$ cat src/verilog/spy_pkg.sv
package spy_pkg;

   localparam int spy_data_width   = 32;                   // monitor, memory and host words
   localparam int spy_offset_width = 6;                    // 64 words per buffer
   localparam int spy_sel_width    = 3;                    // at most 8 buffers
   localparam int spy_addr_width   = 1 + spy_sel_width + spy_offset_width; // host address word

   localparam logic [spy_data_width-1:0] spy_init_pattern = 32'h0a0a0a0a; // sweep fill word

   localparam logic spy_space_status = 1'b1;               // space bit of a status access

   // one host address word, seen as a memory access or as a status access
   typedef union packed
   {
      struct packed
      {
         logic                        space;              // 0 for memory space
         logic [spy_sel_width-1:0]    sel;                // buffer select
         logic [spy_offset_width-1:0] offset;             // word inside the buffer
      } mem;
      struct packed
      {
         logic                        space;              // 1 for status space
         logic [spy_sel_width-1:0]    sel;                // buffer whose pointer is read
         logic [spy_offset_width-1:0] reserved;           // ignored
      } stat;
   } spy_addr_u;

endpackage
$ cat src/verilog/spy_readback.sv
`timescale 1ns/100ps

module spy_readback #(
   parameter int num_buffers = 4
)(
   input  logic                                             spy_clock,
   input  logic                                             axi_reset_n,
   input  logic                                             rd_pend_i,     // buffer data ready
   input  logic                                             acc_status_i,
   input  logic [spy_pkg::spy_sel_width-1:0]                acc_sel_i,
   input  logic [num_buffers*spy_pkg::spy_data_width-1:0]   rd_data_i,     // word per buffer
   input  logic [num_buffers*spy_pkg::spy_offset_width-1:0] wr_ptr_i,      // pointer per buffer
   input  logic                                             host_req_i,
   output logic                                             host_ack_o,
   output logic [spy_pkg::spy_data_width-1:0]               host_rdata_o
);

   localparam int dw = spy_pkg::spy_data_width;
   localparam int ow = spy_pkg::spy_offset_width;

   logic [dw-1:0] sel_word;

   always_comb
   begin
      sel_word = '0;                                            // unmapped select reads 0
      for (int i = 0; i < num_buffers; i++)
      begin
         if (int'(acc_sel_i) == i)
         begin
            if (acc_status_i)
            begin
               sel_word = {{(dw-ow){1'b0}}, wr_ptr_i[i*ow +: ow]}; // zero-extended pointer
            end
            else
            begin
               sel_word = rd_data_i[i*dw +: dw];
            end
         end
      end
   end

   always_ff @(posedge spy_clock)
   begin
      if (!axi_reset_n)
      begin
         host_ack_o <= 1'b0;
      end
      else if (rd_pend_i)
      begin
         host_ack_o <= 1'b1;                                    // access done
      end
      else if (!host_req_i)
      begin
         host_ack_o <= 1'b0;                                    // req gone so close handshake
      end
   end

   always_ff @(posedge spy_clock)
   begin
      if (rd_pend_i)
      begin
         host_rdata_o <= sel_word;                              // held until next access
      end
   end

   // read data must not move under a raised ack
   a_rdata_stable : assert property (@(posedge spy_clock) disable iff (!axi_reset_n)
      host_ack_o |=> (!host_ack_o || $stable(host_rdata_o)));

endmodule

$ cat config.mk
export PLATFORM = sky130hd
export DESIGN_NAME = spy_readback
export DESIGN_NICKNAME = d
export VERILOG_FILES = /design/src/verilog/spy_pkg.sv /design/src/verilog/spy_readback.sv
export SDC_FILE = /design/constraint.sdc
export NUM_CORES = 1
export LEC_CHECK = 0
export BUFFER_PORTS_ARGS = -buffer_cell sky130_fd_sc_hd__buf_4
export CAP_MARGIN = 40
export CORE_MARGIN = 2
export CORE_UTILIZATION = 43
export CTS_CLUSTER_DIAMETER = 150
export CTS_CLUSTER_SIZE = 25
export DETAILED_ROUTE_END_ITERATION = 8
export PLACE_DENSITY = 0.87
export SYNTH_ARGS = -nofsm -noshare
export SYNTH_HDL_FRONTEND = slang
export SYNTH_SLANG_ARGS = --single-unit
export TNS_END_PERCENT = 30
$ cat constraint.sdc
create_clock -name spy_clock -period 3.85 [get_ports spy_clock]
set_input_delay 1.155 -clock spy_clock [delete_from_list [all_inputs] [get_ports spy_clock]]
set_output_delay 1.155 -clock spy_clock [all_outputs]
set_load 0.02 [all_outputs]
==> results.md <==
- Status: complete, no violations
- Synth warn: 0
- Synth Instances: 193
- Worst path cell trace: buf_4 -> nand3b_2 -> o221ai_1 -> a21oi_1
- Num Clock Sinks: 33
- First-pass GRT wire length: 12,200 um
- Reg2Reg Capture Point: host_ack_o
- RD Place Congestion: 0.881
- Period Utilization, post-route: 0.749
- CP Data Arrival Time: 2.91 ns
- Worst reg2reg path depth: 2
- H-Tree Depth: 2
- Initial core utilization: 0.439
- Hold Crit Endpoint: host_ack_o
- CP endpoint kind: flip-flop
- Die H: 78.3 um
- Num ports: 193
- Initial antenna violation count: 0
- Layout fillers: 426
- TritonCTS Buffers: 5
- Post-synth top cells: 33 x a21oi_1, 32 x edfxtp_1, 26 x mux2i_1
- Net count, final: 535
- Share of Yosys cell area claimed by the top area cell type: 0.405
- Count leader, synth: a21oi_1
- Initial DRC count: 99
- Clock Latency Late Sink: 0.27 ns
- Ranking of synthesized cells by area: edfxtp_1 40%, o221ai_2 13%, mux2i_1 11%, mux2_2 10%, a21oi_1 7.0%
- Synth cell types: 23
- Die X: 78.3 um
- Asr flop ratio synth: 0
- Register bit total from synthesis: 33
- Crit path required time: 3.87 ns
- Gr usage total: 0.255
- Cts hold-fix bufs: 0
- HP Start: host_ack_o
- Via density per instance: 5.44
- Hold Path Depth: 2
- Syn Std Cell Area: 2370 um2
- # resized after CTS: 0
- Top delay family on crit path: simple AND/OR/NAND/NOR gates
- Sequential fraction of the synthesis area: 0.413
- Post-CTS setup buffer count: 0
- Mean Syn Cell Area: 12.3 um2
- Max Clock Freq: 347 MHz
- Static Leak: 1.71 nW
- Worst rel slew slack: 0.444
- Die ar.: 6130 um2
- Crit path max-delay cell type: nand3b_2
- Worst Hold Class: reg2reg
- ANT cells: 0
- Post-Syn Nets: 353
- Leading area contributor after synthesis: edfxtp_1
- Routed Antenna Nets: 0
- Max-Cap Viols: 0
- Worst Path Max Fanout: 37
- Clk pin slew, worst setup/hold paths: 0.07 ns
- Total gr overflow: 0
- CTS tree: yes
- Post-synth EDFFs: 32
- Core area: 5410 um2
- Setup_tns: 0 ns
- Final Critical Period: 2.89 ns
- Vias in the first global route: 2,471
- Pre-antenna DRT Iters: 4
- Number of remaining DRC errors: 0
- RSZ-0062 raised after global routing: no
- Post-Route WL: 7920 um
- Max stage delay on crit path: 0.73 ns
- Finished Core Util: 0.719
- WS Path Type: in2reg
- Startpoint types: input pin
- Worst clock skew: 0 ns
- Port-buffer cells: 192
- WL/cell: 17.7 um
- Area delta synth->final: 63.7%
- Synth Flop Type: edfxtp_1
- Share of layout cells above drive strength 1: 0.652
- Row cnt: 27
- Final setup viols: 0
- Largest net degree at the start of global routing: 38
- Pins Over Slew Limit: 0
- Fin. Hold Viols: 0
- Internal reg-to-reg setup slack: 3.18 ns
- Reg2reg start: host_ack_o
- Actual slew at the worst max-slew pin: 0.832 ns
- CTS root buffer: clkbuf_8
- PwrDens: 265 nW/um2
- Max clock buf depth: 2
- CP bufs+invs: 1
- Post-DP HPWL: 6110 um
- Worst VDD drop: 172 uV
- Detailed-route via count: 2,435
[how the worst max path moves through the flow]
stage	slack, ns	start	depth (start not counted)	to
floorplan	1.61	acc_status_i	5	host_rdata_o[5]
global placement	0.70	acc_sel_i[1]	4	host_rdata_o[10]
global route	0.81	acc_sel_i[1]	4	host_rdata_o[9]
detailed placement	0.65	acc_sel_i[1]	4	host_rdata_o[7]
finish	0.96	acc_sel_i[1]	4	host_rdata_o[7]
CTS	0.96	acc_sel_i[1]	4	host_rdata_o[7]
[logic make-up after synthesis]
family          count (synthesis)  share of synthesized area
flops                          33                      0.413
mux                            50                      0.224
simple gates                   14                     0.0374
buf+inv                        19                     0.0569
compound gates                 77                      0.269
[cell usage in the layout, fill, tap and decap left out, types with 2 or more instances in the layout]
cell type / netlist / routed
a21oi_1: 33 / 33
a22oi_1: 12 / 12
buf_4: 6 / 192
clkbuf_8: 0 / 5
clkinv_2: 0 / 2
edfxtp_1: 32 / 32
mux2_1: 3 / 3
mux2_2: 21 / 21
mux2i_1: 26 / 26
nand2_1: 6 / 6
o21ai_0: 6 / 6
o221ai_1: 6 / 6
o221ai_2: 20 / 20
[metrics by stage]
stage / area (um2) / power [mW] / instances / setup slack, ns / hold WS, ns
after floorplan: 2370 / 0.595 / 193 / 1.61 / 0.587
after global placement: 3780 / 0.779 / 439 / 0.699 / 0.497
after detailed placement: 3800 / 0.791 / 440 / 0.654 / 0.567
after CTS: 3890 / 1.04 / 448 / 0.955 / 0.584
after global routing: 3890 / 1.08 / 448 / 0.809 / 0.591
final: 3890 / 1.03 / 448 / 0.965 / 0.572
[registers in the layout, summed over array words and instances (netlist names)]
name,flops
host_rdata_o,32
host_ack_o,1
[report_power, final]
part,total (mW),switching [mW],internal [mW]
Combinational,0.346,0.154,0.192
Sequential,0.436,0.00805,0.428
Clock,0.249,0.124,0.125
Total,1.03,0.286,0.745
[metal layers]
layer  up-vias  GRT usage  wire [um]
met3        10     0.0736        634
met1      1154      0.283       2870
met5         -          0          0
met4         0     0.0754        127
met2       117      0.472       4290
li1       1154          -          -
[area by class of cell]
type	count	area, um2	share of cell area
repair buffers	193	1470	0.378
multi-input cells	141	1260	0.324
flip-flops and latches	33	981	0.252
well taps	72	90.1	0.0232
clock buffers	6	72.6	0.0187
clock inverters	2	10.0	0.00258
inverters	1	3.75	0.000966
[worst register-to-register path, stage by stage, from the launching register on]
cell,delay [ns]
dfxtp_1,0.32
a21oi_1,0.18
nor2b_1,0.07
Note: power is estimated with default switching activity, not from simulation.
