## config.mk

```make
export PLATFORM = sky130hd
export DESIGN_NAME = spy_buffer
export DESIGN_NICKNAME = d
export VERILOG_FILES = /design/src/verilog/spy_pkg.sv /design/src/verilog/spy_buffer.sv
export SDC_FILE = /design/constraint.sdc
export NUM_CORES = 2
export LEC_CHECK = 0
export ABC_AREA = 1
export BUFFER_PORTS_ARGS = -buffer_cell sky130_fd_sc_hd__buf_2
export CAP_MARGIN = 20
export CORE_MARGIN = 5
export CORE_UTILIZATION = 36
export CTS_BUF_LIST = sky130_fd_sc_hd__clkbuf_4 sky130_fd_sc_hd__clkbuf_8
export DETAILED_ROUTE_END_ITERATION = 7
export PLACE_DENSITY = 0.48
export SLEW_MARGIN = 30
export SYNTH_ARGS = -nofsm -noshare
export SYNTH_HDL_FRONTEND = slang
export SYNTH_SLANG_ARGS = --single-unit
```

## constraint.sdc

```tcl
create_clock -name spy_clock -period 3.6 [get_ports spy_clock]
set_input_delay 0.54 -clock spy_clock [delete_from_list [all_inputs] [get_ports spy_clock]]
set_output_delay 0.54 -clock spy_clock [all_outputs]
set_load 0.01 [all_outputs]
```

## src/verilog/spy_pkg.sv

```systemverilog
package spy_pkg;

   localparam int spy_data_width   = 32;                   // monitor, memory and host words
   localparam int spy_offset_width = 6;                    // 64 words per buffer
   localparam int spy_sel_width    = 3;                    // at most 8 buffers
   localparam int spy_addr_width   = 1 + spy_sel_width + spy_offset_width; // host address word

   localparam logic [spy_data_width-1:0] spy_init_pattern = 32'h0a0a0a0a; // sweep fill word

   localparam logic spy_space_status = 1'b1;               // space bit of a status access

   // one host address word, seen as a memory access or as a status access
   typedef union packed
   {
      struct packed
      {
         logic                        space;              // 0 for memory space
         logic [spy_sel_width-1:0]    sel;                // buffer select
         logic [spy_offset_width-1:0] offset;             // word inside the buffer
      } mem;
      struct packed
      {
         logic                        space;              // 1 for status space
         logic [spy_sel_width-1:0]    sel;                // buffer whose pointer is read
         logic [spy_offset_width-1:0] reserved;           // ignored
      } stat;
   } spy_addr_u;

endpackage
```

## src/verilog/spy_buffer.sv

```systemverilog
`timescale 1ns/100ps

module spy_buffer (
   input  logic                                 spy_clock,
   input  logic                                 axi_reset_n,
   input  logic [spy_pkg::spy_data_width-1:0]   mon_data_i,     // monitor stream word
   input  logic                                 mon_vld_i,
   input  logic                                 freeze_i,       // hold contents and pointer
   input  logic                                 init_active_i,
   input  logic [spy_pkg::spy_offset_width-1:0] sweep_addr_i,
   input  logic                                 acc_valid_i,
   input  logic                                 acc_we_i,
   input  logic                                 acc_hit_i,      // this buffer is selected
   input  logic [spy_pkg::spy_offset_width-1:0] acc_offset_i,
   input  logic [spy_pkg::spy_data_width-1:0]   acc_wdata_i,
   output logic [spy_pkg::spy_data_width-1:0]   rd_data_o,      // registered host read
   output logic [spy_pkg::spy_offset_width-1:0] wr_ptr_o        // next capture slot
);

   localparam int depth = 1 << spy_pkg::spy_offset_width;       // 64 words

   logic [spy_pkg::spy_data_width-1:0] mem [depth];
   logic                               capture;
   logic                               host_wr;
   logic                               host_rd;

   assign capture = mon_vld_i && !freeze_i && !init_active_i;
   assign host_wr = acc_valid_i && acc_hit_i && acc_we_i;
   assign host_rd = acc_valid_i && acc_hit_i && !acc_we_i;

   // circular capture pointer
   always_ff @(posedge spy_clock)
   begin
      if (!axi_reset_n)
      begin
         wr_ptr_o <= '0;
      end
      else if (init_active_i)
      begin
         wr_ptr_o <= '0;                                        // parked during sweep
      end
      else if (capture)
      begin
         wr_ptr_o <= wr_ptr_o + 1'b1;                           // wraps at 64 and advances even if host wins
      end
   end

   // one write port with sweep over host over capture
   always_ff @(posedge spy_clock)
   begin
      if (init_active_i)
      begin
         mem[sweep_addr_i] <= spy_pkg::spy_init_pattern;
      end
      else if (host_wr)
      begin
         mem[acc_offset_i] <= acc_wdata_i;                      // capture word lost this cycle
      end
      else if (capture)
      begin
         mem[wr_ptr_o] <= mon_data_i;
      end
   end

   // synchronous host read
   always_ff @(posedge spy_clock)
   begin
      if (host_rd)
      begin
         rd_data_o <= mem[acc_offset_i];
      end
   end

   // a frozen buffer outside init keeps its pointer across the edge
   a_freeze_holds_ptr : assert property (@(posedge spy_clock) disable iff (!axi_reset_n)
      (freeze_i && !init_active_i) |=> $stable(wr_ptr_o));

endmodule

```

==> impl_metrics.tcl <==
set metrics [dict create \
    outcome "complete, no violations" \
    finalHoldViolations 0 \
    insertion_delay_ns 1.05 \
    cts_root_buffer "clkbuf_8" \
    rr_worst_depth 7 \
    postSynthCellCount 6896 \
    yosysMostFrequentCell "nand2_1" \
    ant_nets 0 \
    setup_tns_ns 0 \
    use_met3_pct 3.83 \
    setup_violations 0 \
    crit_type "in -> reg" \
    ys_top_cells_by_area "edfxtp_1 75%, nand3_1 11%, nand2_1 10%" \
    ys_warn_count 0 \
    hold_path.class "in -> reg" \
    cap_viol_max_count 0 \
    min_from "mon_data_i[25]" \
    grt_pass1_wl_um 394000 \
    crit_buf_inv 5 \
    dr.first_iter.drc_count 5819 \
    num_vias 55700 \
    end_kind "flip-flop" \
    grt_usage_pct 22.3 \
    grt_max_degree 92 \
    wl_per_cell_um 26.3 \
    fill_cells 21800 \
    finalCriticalPeriod_ns 3.10 \
    async_reset_ff_share_pct 0 \
    critPathRequiredTime_ns 4.32 \
    r2r-end "mem[21][0]" \
    core_sq_um 232000 \
    top_usage_layer "met2" \
    drive_gt1_share_pct 14.4 \
    max_stage_delay_ns 0.61 \
    synth_top_area_share_pct 74.5 \
    rsz0062_at_grt "no" \
    slew_headroom_pct 33.0 \
    syn_area_sq_um 83800 \
    ctsResizeCount 0 \
    crit_chain "dlygate4sd3_1 -> buf_2 -> nand2_2 -> dlygate4sd3_1 -> nor2_2 -> nand2_2 -> inv_4 -> o21ai_2 -> nor2_1 -> nand2_2 -> nor2_4 -> buf_4" \
    die_area_sq_um 243000 \
    hpwl_um 162000 \
    synth_top_area_cell "edfxtp_1" \
    die_x_um 492 \
    die_y_um 492 \
    ir_worst_vdd_uv 439 \
    p_total_uw 51300 \
    crit_start "mon_vld_i" \
    gp_congestion 0.828 \
    fin_nets 7323 \
    ff2ff_setup_slack_ns 1.26 \
    grtUsageMet1_pct 31.7 \
    post_drt_via_cell_ratio 5.28 \
    crit_path_end "mem[21][0]" \
    grt_pass1_vias 53800 \
    yosysSeqAreaShare_pct 74.7 \
    met2_usage_pct 35.0 \
    synth_edf_count 2080 \
    route.detailed.drc 0 \
    crit_path_frequent_cell "nand2_2" \
    ys_ff_latch 2086 \
    crit_family "buffers and inverters" \
    finalCritPeriodShare_pct 86.1 \
    row_count 177 \
    clock_path_buffers 4 \
    r2r-start "wr_ptr_o[4]" \
    max_clock_freq_mhz 323 \
    synthTopCellsByCount "2280 x nand2_1, 2080 x edfxtp_1, 1899 x nand3_1" \
    path_clk_slew_ns 0.05 \
    grt-ovfl-total 0 \
    power_leakage_uw 0.0353 \
    cp.depth 12 \
    path_max_fanout 20 \
    netlist-cell-type-count 27 \
    worst_path_max_delay_cell "dlygate4sd3_1" \
    finClkSkew_ns 0.0439 \
    cts_sinks 2086 \
    worst_slew_pin_slew_ns 1.00 \
    numCtsBuffers 366 \
    cts_setup_buffers 0 \
    wl_um 278000 \
    synth_fp_nets 6981 \
    area_delta_synth_final_pct 16.3 \
    power_density_nw_per_um2 526 \
    cts_htree_levels 5 \
    cts_tree "done" \
    syn_area_per_cell_sq_um 12.2 \
    drt_pass1_iterations 6 \
    port_buffers 121 \
    antenna_found_initial 16 \
    arrival_ns 3.82 \
    drv_slew 0 \
    crit_path_start_kind "input port" \
    io_pins 122 \
    initial_core_util_pct 36.1 \
    synthFlopType "edfxtp_1" \
]
## repair_timing
item / 4_1_cts / 5_1_grt
hold buffers: 12 / 0
hold endpoints to repair: 26 / 0
setup endpoints to repair: 0 / 0
## layout by cell type, fill, tap and decap left out, types with 4 or more instances in the layout
cell,netlist,layout
buf_12,0,140
o22a_2,0,7
a21oi_1,5,5
nand2_1,2280,2280
clkinv_2,0,24
nor2_1,74,9
nor2_4,2,67
nand3_1,1899,1899
edfxtp_1,2080,2080
inv_1,13,11
dlygate4sd3_1,0,12
clkbuf_8,0,373
clkinv_1,1,95
bufinv_16,0,5
o21ai_0,5,5
buf_4,20,155
diode_2,0,10
dfxtp_1,6,6
buf_2,279,116
clkbuf_4,0,122
o21ai_1,8,8
a22o_2,0,24
nand3_2,4,4
nand2_2,18,18
## per-stage QoR
| step | hold slack [ns] | setup WS (ns) | instances | area, sq um | utilization (%) |
|---|---|---|---|---|---|
| 2_1_floorplan | 0.517 | 0.268 | 6896 | 83800 | - |
| 6_report | 0.173 | 0.501 | 10500 | 97500 | 42.0 |
| 3_3_place_gp | 0.551 | 0.272 | 9901 | 90600 | 39.0 |
| 4_1_cts | 0.0875 | 0.619 | 10500 | 97400 | 42.0 |
| 3_5_place_dp | 0.565 | 0.310 | 9901 | 90600 | 39.0 |
| 5_1_grt | 0.101 | 0.371 | 10500 | 97500 | 42.0 |
## final cells by class
cell class,count,area [sq um],share of cell area (%)
tap,3043,3810,3.91
inverter,20,124,0.127
timing repair buffer,427,4720,4.85
clock buffer,495,6050,6.21
multi-input combinational,4337,19500,20.0
antenna,10,25.0,0.0257
sequential,2086,62600,64.2
clock inverter,127,658,0.675
## report_power, final
| part | switching (uW) | leakage [uW] | internal [uW] | total [uW] |
|---|---|---|---|---|
| clock network | 9490 | 0.00356 | 11100 | 20600 |
| registers | 63.5 | 0.0202 | 26900 | 27000 |
| logic | 2770 | 0.0115 | 917 | 3680 |
| total | 12300 | 0.0353 | 39000 | 51300 |
## sequential cells by signal, summed over array words and instances, names as in the netlist
name,count
mem,2048
rd_data_o,32
wr_ptr_o,6
## worst min path at each step
stage,slack (ns),to,depth (start not counted)
5_1_grt,0.10,mem[50][25],2
6_report,0.17,mem[50][25],2
2_1_floorplan,0.52,wr_ptr_o[5],2
4_1_cts,0.09,mem[52][25],2
3_3_place_gp,0.55,wr_ptr_o[1],2
3_5_place_dp,0.57,wr_ptr_o[1],2
## layer usage
| metal | part of all wire (%) | vias up |
|---|---|---|
| met4 | 3.5 | 0 |
| met2 | 46 | 2284 |
| li1 | - | 25300 |
| met1 | 43 | 27700 |
| met3 | 7.4 | 451 |
| met5 | 0 | - |
## kinds of logic (layout without fill, tap and decap cells)
logic type | after synthesis | count (layout) | share of synthesized area (%)
fa+ha+maj | 1 | 1 | 0.0149
simple gates | 4283 | 4283 | 22.1
buf+inv | 473 | 1069 | 2.70
flops | 2086 | 2086 | 74.7
other cells | 0 | 10 | 0
compound gates | 53 | 53 | 0.482
(Power assumes the default switching activity.)
