`config.mk`:
```
export PLATFORM = sky130hd
export DESIGN_NAME = spy_host_decode
export DESIGN_NICKNAME = d
export VERILOG_FILES = /design/src/verilog/spy_pkg.sv /design/src/verilog/spy_host_decode.sv
export SDC_FILE = /design/constraint.sdc
export NUM_CORES = 1
export LEC_CHECK = 0
export BUFFER_PORTS_ARGS = -buffer_cell sky130_fd_sc_hd__buf_2
export CORE_MARGIN = 2
export CORE_UTILIZATION = 43
export DETAILED_ROUTE_END_ITERATION = 12
export PLACE_DENSITY_LB_ADDON = 0.08
export RECOVER_POWER = 25
export SLEW_MARGIN = 20
export SYNTH_ARGS = -nofsm -noshare
export SYNTH_HDL_FRONTEND = slang
export SYNTH_SLANG_ARGS = --single-unit
```
`constraint.sdc`:
```
create_clock -name spy_clock -period 3.5 [get_ports spy_clock]
set_input_delay 0.7 -clock spy_clock [delete_from_list [all_inputs] [get_ports spy_clock]]
set_output_delay 0.7 -clock spy_clock [all_outputs]
set_load 0.02 [all_outputs]
```
`src/verilog/spy_pkg.sv`:
```
package spy_pkg;

   localparam int spy_data_width   = 32;                   // monitor, memory and host words
   localparam int spy_offset_width = 6;                    // 64 words per buffer
   localparam int spy_sel_width    = 3;                    // at most 8 buffers
   localparam int spy_addr_width   = 1 + spy_sel_width + spy_offset_width; // host address word

   localparam logic [spy_data_width-1:0] spy_init_pattern = 32'h0a0a0a0a; // sweep fill word

   localparam logic spy_space_status = 1'b1;               // space bit of a status access

   // one host address word, seen as a memory access or as a status access
   typedef union packed
   {
      struct packed
      {
         logic                        space;              // 0 for memory space
         logic [spy_sel_width-1:0]    sel;                // buffer select
         logic [spy_offset_width-1:0] offset;             // word inside the buffer
      } mem;
      struct packed
      {
         logic                        space;              // 1 for status space
         logic [spy_sel_width-1:0]    sel;                // buffer whose pointer is read
         logic [spy_offset_width-1:0] reserved;           // ignored
      } stat;
   } spy_addr_u;

endpackage
```
`src/verilog/spy_host_decode.sv`:
```
`timescale 1ns/100ps

module spy_host_decode #(
   parameter int num_buffers = 4
)(
   input  logic                                 spy_clock,
   input  logic                                 axi_reset_n,
   input  logic                                 init_spy_mem_i,
   input  logic                                 host_req_i,
   input  logic                                 host_we_i,
   input  spy_pkg::spy_addr_u                   host_addr_i,
   input  logic [spy_pkg::spy_data_width-1:0]   host_wdata_i,
   input  logic                                 ack_i,          // ack from readback
   output logic                                 init_active_o,
   output logic [spy_pkg::spy_offset_width-1:0] sweep_addr_o,
   output logic                                 acc_valid_o,    // one pulse per request
   output logic                                 acc_we_o,
   output logic [num_buffers-1:0]               acc_hit_o,      // one-hot buffer hit
   output logic [spy_pkg::spy_offset_width-1:0] acc_offset_o,
   output logic [spy_pkg::spy_data_width-1:0]   acc_wdata_o,
   output logic                                 rd_pend_o,      // acc_valid one cycle later
   output logic                                 acc_status_o,
   output logic [spy_pkg::spy_sel_width-1:0]    acc_sel_o
);

   localparam logic [1:0] st_idle     = 2'd0;                   // waiting for req
   localparam logic [1:0] st_busy     = 2'd1;                   // access in flight
   localparam logic [1:0] st_wait_low = 2'd2;                   // acked and waiting for req low

   logic [1:0]             state;
   logic                   accept;
   logic                   is_status;
   logic                   in_range;
   logic [num_buffers-1:0] hit_dec;

   assign is_status = (host_addr_i.stat.space == spy_pkg::spy_space_status);
   assign in_range  = (int'(host_addr_i.mem.sel) < num_buffers);

   // also hold off when init is about to start so the sweep never meets an access
   assign accept = (state == st_idle) && host_req_i && !ack_i &&
                   !init_active_o && !init_spy_mem_i;

   always_comb
   begin
      for (int i = 0; i < num_buffers; i++)
      begin
         hit_dec[i] = !is_status && (int'(host_addr_i.mem.sel) == i); // out of range hits none
      end
   end

   always_ff @(posedge spy_clock)
   begin
      if (!axi_reset_n)
      begin
         state       <= st_idle;
         acc_valid_o <= 1'b0;
         rd_pend_o   <= 1'b0;
         acc_we_o    <= 1'b0;
         acc_hit_o   <= '0;
      end
      else
      begin
         acc_valid_o <= accept;                                 // single-cycle pulse
         rd_pend_o   <= acc_valid_o;                            // lines up with buffer read data
         case (state)
            st_idle:     state <= accept ? st_busy : st_idle;
            st_busy:     state <= ack_i ? st_wait_low : st_busy;
            st_wait_low: state <= host_req_i ? st_wait_low : st_idle;
            default:     state <= st_idle;
         endcase
         if (accept)
         begin
            acc_we_o  <= host_we_i && !is_status && in_range;   // status and unmapped writes dropped
            acc_hit_o <= hit_dec;
         end
      end
   end

   always_ff @(posedge spy_clock)
   begin
      if (accept)
      begin
         acc_offset_o <= host_addr_i.mem.offset;
         acc_wdata_o  <= host_wdata_i;
         acc_status_o <= is_status;
         acc_sel_o    <= host_addr_i.mem.sel;                   // same bits in both views
      end
   end

   always_ff @(posedge spy_clock)
   begin
      if (!axi_reset_n)
      begin
         init_active_o <= 1'b0;
         sweep_addr_o  <= '0;
      end
      else
      begin
         init_active_o <= init_spy_mem_i;                       // one cycle behind the request
         sweep_addr_o  <= (init_active_o && init_spy_mem_i) ? sweep_addr_o + 1'b1 : '0;
      end
   end

   // host traffic and the init sweep never share a cycle on the buffer write port
   a_no_acc_in_init : assert property (@(posedge spy_clock) disable iff (!axi_reset_n)
      acc_valid_o |-> !init_active_o);

endmodule

```
==> results.json <==
{
  "drt_iter0_drc": 154,
  "cts_buffers": 9,
  "ys_seq_area_share_pct": 84.5,
  "syn_inst": 104,
  "endpoint_kind": "flop",
  "setup_viol": 0,
  "relSlewSlack_pct": 66.3,
  "final_common_cell": "buf_2",
  "worstPathRequired_ps": 3450,
  "design.core.area_um2": 4090,
  "ctsRootBufferMaster": "clkbuf_8",
  "fin_area_um2": 2610,
  "hold_viol": 0,
  "die-width_um": 70.0,
  "port_buffers": 103,
  "dieArea_um2": 4900,
  "rsz0062_at_grt": "false",
  "holdWs_ps": 453,
  "p_seq_share_pct": 56.0,
  "final_max_slew_viol_count": 0,
  "cp_top_family": "simple AND/OR/NAND/NOR gates",
  "n_antenna_cell": 0,
  "crit_type": "input pin to flop",
  "grt_pass1_wl_um": 6140,
  "crit_slowest_cell": "or4_1",
  "p_int_w": 0.00108,
  "worst_pin_slew_ps": 505,
  "finalClockSkew_ps": 4.90,
  "cts_sinks": 58,
  "setup_ws_ps": 1120,
  "cp_max_fo": 42,
  "maxCapViolations": 0,
  "fin_nets": 266,
  "period_needed_ps": 2380,
  "cts_htree_levels": 3,
  "synth_area_per_cell_um2": 18.0,
  "vdd_drop_max_uv": 288,
  "ctsLongestPathBuffers": 2,
  "yosysTopAreaCell": "edfxtp_1",
  "p_sw_w": 0.000277,
  "grt_pass1_vias": 1280,
  "fin_util_pct": 63.9,
  "drive_gt1_share_pct": 52.7,
  "ant_nets": 0,
  "start_kind": "input pin",
  "worst_ep_arrival_time_ps": 2330,
  "finalCritPeriodShare_pct": 67.9,
  "antenna_found_initial": 0,
  "syn_nets": 153,
  "gr-usage-all-layers_pct": 16.9,
  "fin_setup_tns_ps": 0,
  "yosysUniqueCellTypes": 22,
  "power_density_nw_per_um2": 518,
  "ctsHoldBuffers": 0,
  "syn-cell-area_um2": 1870,
  "dpl_worst_slack_ps": 798,
  "synthToLayoutAreaGrowth_pct": 39.6,
  "clock_power_share_pct": 38.6,
  "synthTopCellsByArea": "edfxtp_1, dfxtp_1, mux2i_1, nand2_1, nand3b_1",
  "status": "finished clean",
  "clk_pin_slew_ps": 60,
  "worst-path-buf-inv": 3,
  "post-dp-hpwl_um": 2910,
  "power.share.combinational_pct": 5.4,
  "die_h_um": 70.0,
  "yosysTopAreaCellShare_pct": 67.4,
  "via_count": 1246,
  "layout_common_cells": "buf_2, edfxtp_1, dfxtp_1",
  "yosysWarnings": 0,
  "pin_count": 104,
  "wl_per_cell_um": 14.1,
  "p_leak_nw": 1.15,
  "routed_wl_um": 3840,
  "cts_tree": "built",
  "ys_ff_latch": 58,
  "grt_overflow": 0,
  "dr.pass1.iters": 4,
  "viasPerCell": 4.58,
  "p_sw_share_pct": 20.5,
  "drcViolationCount": 0,
  "crit_chain": "buf_2 -> or3b_1 -> or4_1 -> inv_1 -> buf_4",
  "cts_resized": 0,
  "cts_setup_buffers": 0,
  "place.gp.congestion": 0.792,
  "initial_core_util_pct": 45.8,
  "grt_max_degree": 43,
  "worstSkewPairLatency_ps": 320,
  "fmax_mhz": 421,
  "critPathMaxStageDelay_ps": 610,
  "hold_path.class": "flop to flop",
  "placed_area_um2": 2440,
  "rows": 23
}
==> kinds of logic after synthesis <==
| logic type | synth area share (%) |
|---|---|
| buf+inv | 1.47 |
| compound gates | 1.27 |
| fa+ha+maj | 0.668 |
| xor+xnor | 1.40 |
| flops | 84.5 |
| mux | 2.67 |
| simple gates | 8.02 |
==> layer usage <==
| metal | global-route usage [%] | vias up | part of all wire [%] |
|---|---|---|---|
| li1 | - | 606 | - |
| met1 | 18.0 | 572 | 38 |
| met2 | 27.1 | 62 | 51 |
| met3 | 8.80 | 6 | 9.5 |
| met4 | 8.97 | 0 | 1.8 |
| met5 | 0 | - | 0 |
==> layout make-up <==
cell class | count | area [µm²]
repair buffers | 104 | 522
inverters | 3 | 11.3
well taps | 50 | 62.6
fillers | 324 | 1470
multi-input cells | 41 | 263
flip-flops and latches | 58 | 1580
clock buffers | 13 | 159
clock inverters | 3 | 13.8
==> final timing paths <==
| check | slack [ps] | start | endpoint | cells past startpoint |
|---|---|---|---|---|
| worst max-delay path | 1120 | init_spy_mem_i | acc_wdata_o[26] | 5 |
| worst min-delay path | 450 | acc_valid_o | rd_pend_o | 1 |
| worst max register to register | 1250 | init_active_o | acc_wdata_o[26] | 4 |
| worst min register to register | 450 | acc_valid_o | rd_pend_o | 1 |
==> power by group through the flow <==
stage               clock network (W)  logic [W]  registers (W)
finish                       0.000521  0.0000734       0.000758
global placement                    0  0.0000719       0.000772
CTS                          0.000537  0.0000751       0.000758
floorplan                           0  0.0000138       0.000791
detailed placement                  0  0.0000748       0.000772
global route                 0.000578  0.0000801       0.000759
==> metrics by stage <==
stage               power (W)  cells
finish                0.00135    272
global route          0.00142    272
CTS                   0.00137    272
detailed placement   0.000847    256
global placement     0.000844    256
floorplan            0.000805    104
==> synth_stat cells <==
cell / n
a2111oi_0: 1
buf_6: 1
dfxtp_1: 16
or4_1: 1
nand2_1: 8
ha_1: 1
xnor2_1: 1
edfxtp_1: 42
nand3_1: 4
nor3b_1: 1
buf_2: 1
and3_2: 1
mux2i_1: 5
inv_1: 3
or3_1: 1
nand3b_1: 3
or3b_1: 2
o21ai_0: 1
a21oi_1: 2
nor2_1: 5
and2_1: 2
xor2_1: 2
==> state kept, by name (all words and copies together) (netlist names) <==
| name | cells |
|---|---|
| acc_wdata_o | 32 |
| acc_offset_o | 6 |
| sweep_addr_o | 6 |
| acc_hit_o | 4 |
| acc_sel_o | 3 |
| state | 2 |
| acc_status_o | 1 |
| acc_valid_o | 1 |
| acc_we_o | 1 |
| init_active_o | 1 |
| rd_pend_o | 1 |
==> worst reg2reg max path, delay by kind of cell, from the launching register on <==
kind	cells	cell delay [ps]
simple gates	2	1000
buf+inv	2	550
flops	1	320
No activity file was read; power rests on OpenSTA's default activity.
